==> src/design/pp_params.svh <==
// Path parser constants for beat widths, header fields, FIFO depths and credits
`ifndef PP_PARAMS_SVH
`define PP_PARAMS_SVH

// Beat and header layout
`define PP_DATA_NBITS 128
`define PP_VB_NBITS 4
`define PP_CHUNK_LEN_NBITS 12
`define PP_CHUNK_TYPE_NBITS 4     // Sits above the length field
`define PP_HDR_OVERHEAD 2         // Added to the length field for the chunk total

// lh buffering
`define PP_LH_FIFO_DEPTH_NBITS 4
`define PP_LH_META_FIFO_DEPTH_NBITS 2

// Downstream buffer in 16-byte words
`define PP_CREDIT_NBITS 6
`define PP_BUF_CREDITS 32

`endif

==> src/design/pp_beat_pkg.sv <==
// Beat types and header field decode for the path parser stream
`include "pp_params.svh"

package pp_beat_pkg;

   typedef struct packed {
      logic                      sop;
      logic                      eop;
      logic [`PP_DATA_NBITS-1:0] data;
   } pp_beat_t;

   typedef logic [`PP_CHUNK_LEN_NBITS-1:0] pp_chunk_len_t;  // Bytes
   typedef logic [7:0] pp_words_t;                          // 16-byte words

   // Length field sits right below the chunk type nibble
   localparam int PP_LEN_MSB = `PP_DATA_NBITS - 1 - `PP_CHUNK_TYPE_NBITS;
   localparam int PP_LEN_LSB = PP_LEN_MSB - `PP_CHUNK_LEN_NBITS + 1;

   function automatic pp_chunk_len_t pp_hdr_len(input logic [`PP_DATA_NBITS-1:0] data);
      return data[PP_LEN_MSB:PP_LEN_LSB];
   endfunction

   function automatic pp_words_t pp_chunk_words(input pp_chunk_len_t len);
      logic [`PP_CHUNK_LEN_NBITS:0] total;
      total = len + `PP_HDR_OVERHEAD;
      return pp_words_t'((total + 15) >> 4);   // Round up to whole words
   endfunction

endpackage

==> src/design/pp_meta_pkg.sv <==
// Per-packet metadata carried alongside the path parser stream
package pp_meta_pkg;

   typedef struct packed {
      logic [3:0]  port;
      logic [15:0] fid;
      logic [15:0] rci;
      logic        discard;     // Set when the chunk did not fit downstream
      logic        src_ecdsa;   // 1 for the signature-check source, 0 for lh
   } pp_meta_t;

   // Source flag values
   localparam logic PP_SRC_LH    = 1'b0;
   localparam logic PP_SRC_ECDSA = 1'b1;

   function automatic logic pp_is_ecdsa(input pp_meta_t meta);
      return meta.src_ecdsa == PP_SRC_ECDSA;
   endfunction

endpackage

==> src/design/pp_stream_if.sv <==
// Beat stream with packet metadata from the source arbiter to the parse stage
`timescale 1ns/10ps

interface pp_stream_if
   import pp_beat_pkg::*, pp_meta_pkg::*;
   ();

   logic     valid;
   pp_beat_t beat;
   pp_meta_t meta;   // Valid with the sop beat, held for the packet

   modport src (
      output valid,
      output beat,
      output meta
   );

   // Extractor and credit tracker both observe the same beats
   modport snk (
      input valid,
      input beat,
      input meta
   );

endinterface

==> src/design/pp_chunk_extractor.sv <==
// Path chunk extraction: forwards chunk beats and publishes packet metadata
`timescale 1ns/10ps
`include "pp_params.svh"

module pp_chunk_extractor
   import pp_beat_pkg::*, pp_meta_pkg::*;
(
   input  logic                      clk,
   input  logic                      rst,
   input  logic                      discard,
   pp_stream_if.snk                  stream,
   output logic                      pp_valid,
   output logic                      pp_sop,
   output logic                      pp_eop,
   output logic [`PP_DATA_NBITS-1:0] pp_data,
   output logic [`PP_VB_NBITS-1:0]   pp_valid_bytes,
   output logic                      pp_meta_valid,
   output pp_meta_t                  pp_meta
);

   pp_chunk_len_t                hdr_len;
   logic [`PP_CHUNK_LEN_NBITS:0] len_m1;   // Offset of the chunk's last byte
   pp_words_t                    last_idx_q;
   pp_words_t                    last_idx;
   pp_words_t                    beat_cnt;
   pp_words_t                    beat_idx;
   logic [`PP_VB_NBITS-1:0]      last_vb_q;
   logic [`PP_VB_NBITS-1:0]      last_vb;
   logic                         sop_beat;
   logic                         in_chunk;
   logic                         out_last;

   assign sop_beat = stream.valid & stream.beat.sop;
   assign hdr_len = pp_hdr_len(stream.beat.data);
   assign len_m1 = hdr_len + (`PP_HDR_OVERHEAD - 1);

   // Header beat supplies its own limits, later beats use the latched ones
   assign last_idx = stream.beat.sop ? pp_chunk_words(hdr_len) - 1'b1 : last_idx_q;
   assign last_vb = stream.beat.sop ? len_m1[`PP_VB_NBITS-1:0] + 1'b1 : last_vb_q;
   assign beat_idx = stream.beat.sop ? '0 : beat_cnt;
   assign in_chunk = beat_idx <= last_idx;
   assign out_last = stream.valid & in_chunk & ((beat_idx == last_idx) | stream.beat.eop);

   always_ff @(posedge clk) begin
      if (rst) begin
         pp_valid <= 1'b0;
         pp_meta_valid <= 1'b0;
         beat_cnt <= '0;
      end else begin
         pp_valid <= stream.valid & in_chunk & ~discard;
         pp_meta_valid <= sop_beat;   // Also for dropped packets
         if (stream.valid) beat_cnt <= stream.beat.eop ? '0 : beat_idx + 1'b1;
      end
   end

   always_ff @(posedge clk) begin
      if (sop_beat) begin
         last_idx_q <= last_idx;
         last_vb_q <= last_vb;
         pp_meta <= stream.meta;
         pp_meta.discard <= discard;
      end
      pp_sop <= stream.beat.sop;
      pp_eop <= out_last;
      pp_data <= stream.beat.data;
      pp_valid_bytes <= out_last ? last_vb : '0;   // Full last beat wraps to 0
   end

endmodule

==> src/design/pp_credit_tracker.sv <==
// Downstream buffer credit count and per-packet discard decision
`timescale 1ns/10ps
`include "pp_params.svh"

module pp_credit_tracker
   import pp_beat_pkg::*;
(
   input  logic     clk,
   input  logic     rst,
   input  logic     credit_return,
   pp_stream_if.snk stream,
   output logic     discard
);

   logic [`PP_CREDIT_NBITS-1:0] credits;   // Free words downstream
   logic [`PP_CREDIT_NBITS-1:0] charge;
   pp_words_t                   words;
   logic                        sop_beat;
   logic                        no_room;
   logic                        discard_st;

   assign sop_beat = stream.valid & stream.beat.sop;
   assign words = pp_chunk_words(pp_hdr_len(stream.beat.data));
   assign no_room = words > credits;

   // Decision is made on the header beat and held until eop
   assign discard = sop_beat ? no_room : discard_st;

   // Fits in the credit width since it never exceeds the count
   assign charge = (sop_beat & ~no_room) ? words[`PP_CREDIT_NBITS-1:0] : '0;

   always_ff @(posedge clk) begin
      if (rst) begin
         credits <= `PP_BUF_CREDITS;
         discard_st <= 1'b0;
      end else begin
         credits <= credits - charge + credit_return;   // Both may happen together
         if (stream.valid) discard_st <= stream.beat.eop ? 1'b0 : discard;
      end
   end

   // Downstream returns no more words than were charged
   a_credit_cap: assert property (@(posedge clk) disable iff (rst)
      credits <= `PP_BUF_CREDITS);

endmodule

==> src/design/pp_fifo.sv <==
// Synchronous first-word fall-through FIFO with a typed payload
`timescale 1ns/10ps

module pp_fifo #(
   parameter type payload_t   = logic,
   parameter int  depth_nbits = 4
) (
   input  logic     clk,
   input  logic     rst,
   input  logic     wr,
   input  payload_t din,
   input  logic     rd,
   output payload_t dout,
   output logic     empty,
   output logic     full
);

   localparam int depth = 1 << depth_nbits;

   payload_t               mem [depth];
   logic [depth_nbits-1:0] wr_ptr;
   logic [depth_nbits-1:0] rd_ptr;
   logic [depth_nbits:0]   count;

   always_ff @(posedge clk) begin
      if (wr) mem[wr_ptr] <= din;
   end

   always_ff @(posedge clk) begin
      if (rst) begin
         wr_ptr <= '0;
         rd_ptr <= '0;
         count <= '0;
      end else begin
         if (wr) wr_ptr <= wr_ptr + 1'b1;
         if (rd) rd_ptr <= rd_ptr + 1'b1;
         case ({wr, rd})
            2'b10: count <= count + 1'b1;
            2'b01: count <= count - 1'b1;
            default: count <= count;
         endcase
      end
   end

   assign dout = mem[rd_ptr];   // Head word visible without a read
   assign empty = count == 0;
   assign full = count == depth;

   // lh has no back-pressure, so the sender must stay within the depth
   a_no_overflow: assert property (@(posedge clk) disable iff (rst) !(wr && full));
   a_no_underflow: assert property (@(posedge clk) disable iff (rst) !(rd && empty));

endmodule

==> src/design/pp_front_end.sv <==
// Path parser front end: buffers both sources, arbitrates and extracts the path chunk
`timescale 1ns/10ps
`include "pp_params.svh"

module pp_front_end
   import pp_beat_pkg::*, pp_meta_pkg::*;
(
   input  logic                      clk,
   input  logic                      rst,
   input  logic                      lh_valid,
   input  logic                      lh_sop,
   input  logic                      lh_eop,
   input  logic [`PP_DATA_NBITS-1:0] lh_data,
   input  pp_meta_t                  lh_meta,
   input  logic                      ecdsa_valid,
   input  logic                      ecdsa_sop,
   input  logic                      ecdsa_eop,
   input  logic [`PP_DATA_NBITS-1:0] ecdsa_data,
   input  pp_meta_t                  ecdsa_meta,
   output logic                      ecdsa_ready,
   output logic                      pp_valid,
   output logic                      pp_sop,
   output logic                      pp_eop,
   output logic [`PP_DATA_NBITS-1:0] pp_data,
   output logic [`PP_VB_NBITS-1:0]   pp_valid_bytes,
   output logic                      pp_meta_valid,
   output pp_meta_t                  pp_meta,
   input  logic                      credit_return
);

   logic     lh_valid_d1;
   pp_beat_t lh_beat_d1;
   pp_meta_t lh_meta_d1;
   logic     ecdsa_valid_d1;
   pp_beat_t ecdsa_beat_d1;
   pp_meta_t ecdsa_meta_d1;
   logic     credit_return_d1;
   pp_beat_t lh_fifo_beat;
   pp_meta_t lh_fifo_meta;
   logic     lh_empty;
   logic     lh_meta_empty;
   logic     lh_rd;
   logic     lh_meta_rd;
   logic     discard;

   pp_stream_if stream ();

   always_ff @(posedge clk) begin
      if (rst) begin
         lh_valid_d1 <= 1'b0;
         ecdsa_valid_d1 <= 1'b0;
         credit_return_d1 <= 1'b0;
      end else begin
         lh_valid_d1 <= lh_valid;
         ecdsa_valid_d1 <= ecdsa_valid;
         credit_return_d1 <= credit_return;
      end
   end

   always_ff @(posedge clk) begin
      lh_beat_d1 <= '{sop: lh_sop, eop: lh_eop, data: lh_data};
      lh_meta_d1 <= lh_meta;
      ecdsa_beat_d1 <= '{sop: ecdsa_sop, eop: ecdsa_eop, data: ecdsa_data};
      ecdsa_meta_d1 <= ecdsa_meta;
   end

   // Every lh beat is buffered, meta once per packet
   pp_fifo #(
      .payload_t   (pp_beat_t),
      .depth_nbits (`PP_LH_FIFO_DEPTH_NBITS)
   ) lh_beat_fifo_inst (
      .clk   (clk),
      .rst   (rst),
      .wr    (lh_valid_d1),
      .din   (lh_beat_d1),
      .rd    (lh_rd),
      .dout  (lh_fifo_beat),
      .empty (lh_empty),
      .full  ()
   );

   pp_fifo #(
      .payload_t   (pp_meta_t),
      .depth_nbits (`PP_LH_META_FIFO_DEPTH_NBITS)
   ) lh_meta_fifo_inst (
      .clk   (clk),
      .rst   (rst),
      .wr    (lh_valid_d1 & lh_beat_d1.sop),
      .din   (lh_meta_d1),
      .rd    (lh_meta_rd),
      .dout  (lh_fifo_meta),
      .empty (lh_meta_empty),
      .full  ()
   );

   pp_source_arbiter pp_source_arbiter_inst (
      .clk           (clk),
      .rst           (rst),
      .lh_beat       (lh_fifo_beat),
      .lh_empty      (lh_empty),
      .lh_meta       (lh_fifo_meta),
      .lh_meta_empty (lh_meta_empty),
      .ecdsa_valid   (ecdsa_valid_d1),
      .ecdsa_beat    (ecdsa_beat_d1),
      .ecdsa_meta    (ecdsa_meta_d1),
      .lh_rd         (lh_rd),
      .lh_meta_rd    (lh_meta_rd),
      .ecdsa_ready   (ecdsa_ready),
      .stream        (stream)
   );

   pp_credit_tracker pp_credit_tracker_inst (
      .clk           (clk),
      .rst           (rst),
      .credit_return (credit_return_d1),
      .stream        (stream),
      .discard       (discard)
   );

   pp_chunk_extractor pp_chunk_extractor_inst (
      .clk            (clk),
      .rst            (rst),
      .discard        (discard),
      .stream         (stream),
      .pp_valid       (pp_valid),
      .pp_sop         (pp_sop),
      .pp_eop         (pp_eop),
      .pp_data        (pp_data),
      .pp_valid_bytes (pp_valid_bytes),
      .pp_meta_valid  (pp_meta_valid),
      .pp_meta        (pp_meta)
   );

endmodule

==> src/design/pp_source_arbiter.sv <==
// Packet-level source select between the lh FIFOs and the throttled ecdsa input
`timescale 1ns/10ps

module pp_source_arbiter
   import pp_beat_pkg::*, pp_meta_pkg::*;
(
   input  logic            clk,
   input  logic            rst,
   input  pp_beat_t        lh_beat,
   input  logic            lh_empty,
   input  pp_meta_t        lh_meta,
   input  logic            lh_meta_empty,
   input  logic            ecdsa_valid,
   input  pp_beat_t        ecdsa_beat,
   input  pp_meta_t        ecdsa_meta,
   output logic            lh_rd,
   output logic            lh_meta_rd,
   output logic            ecdsa_ready,
   pp_stream_if.src        stream
);

   logic sel_lh;
   logic ready_d1;       // Ready as the source saw it on the last edge
   logic ecdsa_take;
   logic pkt_open;
   logic pkt_open_nxt;
   logic ecdsa_drop;
   logic toggle;

   assign lh_rd = sel_lh & ~lh_empty;
   assign lh_meta_rd = lh_rd & lh_beat.eop;   // Meta leaves with the last beat
   assign ecdsa_take = ecdsa_valid & ready_d1;

   assign stream.valid = sel_lh ? ~lh_empty : ecdsa_take;
   assign stream.beat = sel_lh ? lh_beat : ecdsa_beat;

   always_comb begin
      stream.meta = sel_lh ? lh_meta : ecdsa_meta;
      stream.meta.src_ecdsa = sel_lh ? PP_SRC_LH : PP_SRC_ECDSA;
   end

   assign pkt_open_nxt = stream.valid ? ~stream.beat.eop : pkt_open;

   // Lower ready once lh is waiting and ecdsa sits at a packet boundary
   assign ecdsa_drop = ~lh_meta_empty & ~pkt_open_nxt &
                       (~ecdsa_valid | (ecdsa_take & ecdsa_beat.eop));

   // Leave ecdsa only after ready has been low for a cycle, so no beat is in flight
   assign toggle = sel_lh ? (lh_meta_rd | lh_meta_empty) & ecdsa_valid
                          : ~ecdsa_ready & ~pkt_open_nxt & ~lh_meta_empty;

   always_ff @(posedge clk) begin
      if (rst) begin
         sel_lh <= 1'b1;
         ecdsa_ready <= 1'b0;
         ready_d1 <= 1'b0;
         pkt_open <= 1'b0;
      end else begin
         sel_lh <= sel_lh ^ toggle;
         ecdsa_ready <= ~(sel_lh ^ toggle) & ~ecdsa_drop;
         ready_d1 <= ecdsa_ready;
         pkt_open <= pkt_open_nxt;
      end
   end

   // Packets are never interleaved on the stream
   a_sel_held: assert property (@(posedge clk) disable iff (rst)
      pkt_open_nxt |=> $stable(sel_lh));

endmodule

==> config.mk <==
export PLATFORM = sky130hd
export DESIGN_NAME = pp_front_end
export DESIGN_NICKNAME = d
export VERILOG_FILES = /design/src/design/pp_beat_pkg.sv /design/src/design/pp_meta_pkg.sv /design/src/design/pp_stream_if.sv /design/src/design/pp_chunk_extractor.sv /design/src/design/pp_credit_tracker.sv /design/src/design/pp_fifo.sv /design/src/design/pp_front_end.sv /design/src/design/pp_source_arbiter.sv
export VERILOG_INCLUDE_DIRS = /design/src /design/src/design
export SDC_FILE = /design/constraint.sdc
export NUM_CORES = 2
export LEC_CHECK = 0
export BUFFER_PORTS_ARGS = -buffer_cell sky130_fd_sc_hd__buf_2
export CORE_UTILIZATION = 55
export DETAILED_ROUTE_END_ITERATION = 8
export GPL_ROUTABILITY_DRIVEN = 0
export PLACE_DENSITY = 0.76
export SLEW_MARGIN = 20
export SYNTH_ARGS = -nofsm -noshare
export SYNTH_HDL_FRONTEND = slang
export SYNTH_SLANG_ARGS = --single-unit
export TNS_END_PERCENT = 5
==> constraint.sdc <==
create_clock -name clk -period 16.1 [get_ports clk]
set_input_delay 3.22 -clock clk [delete_from_list [all_inputs] [get_ports clk]]
set_output_delay 3.22 -clock clk [all_outputs]
set_load 0.01 [all_outputs]
==> metrics.txt <==
status finished, final reports clean; post-synthesis register bit count 2790; worst skew pair latency around 0.94 ns; Total Wirelength approximately 220 mm; largest net degree at the start of global routing 149; I/O pin count slightly above 500; Worst EP arrival 8.48 ns; H-tree level count 5; peak supply drop ~110 µV; Design Area, Final approximately 110000 µm²; Placed Area approximately 100000 µm²; first-pass GRT wire length about 320 mm; crit path buf inv count 2; CTS tree done; slowest cell on the critical path dfxtp_4; Finished Layout Cells approximately 7500; Yosys cell types 70; Die X approximately 430 µm; Slew HR between 20% and 30%; Initial Utilization between 50 and 60%; setup violators final 0; Setup Skew ~0.06 ns; Detailed Routing Iterations Pass 1 5; DP HPWL 110 mm; layout cells sized above 1 a little over a third; Via Count 46000; crit-path max cell delay 0.86 ns; share of the synthesized area in the top cell type approximately two thirds; Pwr Density roughly 160 nW/µm²; port buffer count roughly 510; initial antenna violation count 19; syn nets 4656; ys async rst share 0%; P_leak between 30 and 40 nW; Layout area overhead 14.5%; delay-heaviest family, CP compound AO/OA/AOI/OAI gates; Post-CTS Setup Inserts 0; cell type with the largest total area after synthesis edfxtp_1; drt wl/cell ~29 µm; WP data required roughly 17 ns; measured slew at the worst slew-check pin between 1 and 1.5 ns; Area contributors post-synth edfxtp_1, mux4_2, dfxtp_1; Critical Path Sink Type flip-flop; Mapped Area approximately 100000 µm²; Resized cells post-CTS 0; Initial DRC Count between 4000 and 5000; # hold bufs at CTS 0; commonest non-fill, non-tap cell in the layout edfxtp_1; Fin Setup TNS 0 ns; FMAX around 0.13 GHz; Warnings, synthesis 0; fin crit share 47.9%; most frequent CP cell ha_1; crit-path max FO just under 90; fin. max-slew vios 0; Die Y about 430 µm; Setup CP Type reg2reg; Nets 5341; Post-synth top flop edfxtp_1; number of buffers created by CTS 290; final hold vios 0; EDFF count, synth ~2300; cells after synthesis 4272; vias in the first global route about 47000; DIE AREA 183000 µm²; cell row count between 150 and 200; Filler Cell Count roughly 11000; Max clock buf depth 4; max cap viols 0; gr ovfl total 0; fin crit period approximately 7.7 ns; core area about 180000 µm²; drt drc 0; placed insts approximately 7000; post-synthesis sequential area ratio approximately four fifths; GRT Overall Usage about a quarter; DR vias/cell about 6.1; clock sinks ~2800; Mapped Avg Cell Area about 23 µm²; DRT antenna net count 0; Hold WC Path Type reg2reg; Clock transition at path regs roughly 0.06 ns; RSZ-0062 raised after global routing false; CP Launch Type flip-flop; most frequent cells in the layout edfxtp_1, mux4_2, buf_2; Root Driver clkbuf_16
-- flip-flops by register name (all words and copies together), names as in the netlist, 3 cells and up, named ones only --
| register | cells |
|---|---|
| pp_chunk_extractor_inst.pp_data | 128 |
| pp_chunk_extractor_inst.last_idx_q | 8 |
| pp_chunk_extractor_inst.beat_cnt | 8 |
| pp_chunk_extractor_inst.pp_meta | 38 |
| lh_beat_fifo_inst.count | 5 |
| lh_meta_fifo_inst.mem | 144 |
| ecdsa_beat_d1 | 130 |
| pp_credit_tracker_inst.credits | 6 |
| pp_chunk_extractor_inst.pp_valid_bytes | 4 |
| lh_beat_d1 | 130 |
| ecdsa_meta_d1 | 36 |
| lh_beat_fifo_inst.rd_ptr | 4 |
| lh_beat_fifo_inst.mem | 2080 |
| lh_meta_fifo_inst.count | 3 |
| lh_beat_fifo_inst.wr_ptr | 4 |
| pp_chunk_extractor_inst.last_vb_q | 4 |
| lh_meta_d1 | 36 |
-- logic make-up (layout without fill, tap and decap cells) --
kind of cell	after synthesis	in the layout	synth area share, %
other	0	9	0
muxes	864	864	17.3
DFF	2790	2790	78.9
adders and majority gates	44	44	0.574
buffers and inverters	232	1132	1.10
AOI/OAI and AO/OA	103	103	0.721
xor gates and xnor gates	32	32	0.281
and+or+nand+nor	207	207	1.09
-- where the power goes --
part           switching, mW  total, mW  internal (mW)  leakage [nW]
clock network           2.66       6.47           3.81          4.50
registers              0.225       8.41           8.19          24.9
logic                   1.74       3.54           1.80          8.15
-- metrics by stage --
step           setup slack [ns]  util (%)  hold slack, ns  total power [mW]
2_1_floorplan             10.54         -           0.434              11.1
3_3_place_gp               8.35      58.5           0.438              12.1
3_5_place_dp               8.35      58.5           0.441              12.1
4_1_cts                    8.34      63.6           0.450              18.6
5_1_grt                    7.80      63.6           0.448              19.1
6_report                   8.39      63.6           0.448              18.4
-- layer usage --
| layer | GRT usage, % | routed length, µm |
|---|---|---|
| met1 | 32.8 | 86100 |
| met2 | 40.3 | 112000 |
| met3 | 3.99 | 15700 |
| met4 | 7.21 | 5760 |
| met5 | 0 | 27 |
-- synth_stat cells (all sizes together) (6+ instances only) --
cell type  instances
mux2i             28
dfxtp            516
nor2              55
nand2             43
xor2              14
a21oi             30
clkbuf           115
mux2             170
ha                40
o21ai             15
a211oi             7
xnor2             18
a22oi              9
mux4             666
nand4             12
a21o               6
buf               71
and2              29
edfxtp          2274
nand3             18
and3               9
nor2b             12
inv               46
nor3               7
o21a               9
-- area by class of cell --
| class | count | area, µm² | share of cell area [%] |
|---|---|---|---|
| antenna | 9 | 22.5 | 0.0197 |
| clock buffer | 405 | 8260 | 7.24 |
| clock inverter | 102 | 895 | 0.785 |
| inverter | 46 | 173 | 0.151 |
| multi-input combinational | 1250 | 20000 | 17.5 |
| sequential | 2790 | 78600 | 69.0 |
| tap | 2355 | 2950 | 2.58 |
| timing repair buffer | 579 | 3140 | 2.76 |
-- final timing paths --
kind / start / end / slack, ns / cells after the start
worst min register to register: ecdsa_beat_d1[23] / pp_chunk_extractor_inst.pp_data[23] / 0.45 / 1
worst min-delay path: ecdsa_beat_d1[23] / pp_chunk_extractor_inst.pp_data[23] / 0.45 / 1
worst max-delay path: flip-flop / pp_credit_tracker_inst.credits[5] / 8.39 / 27
worst max register to register: flip-flop / pp_credit_tracker_inst.credits[5] / 8.39 / 27
No activity file was read; power rests on OpenSTA's default activity.
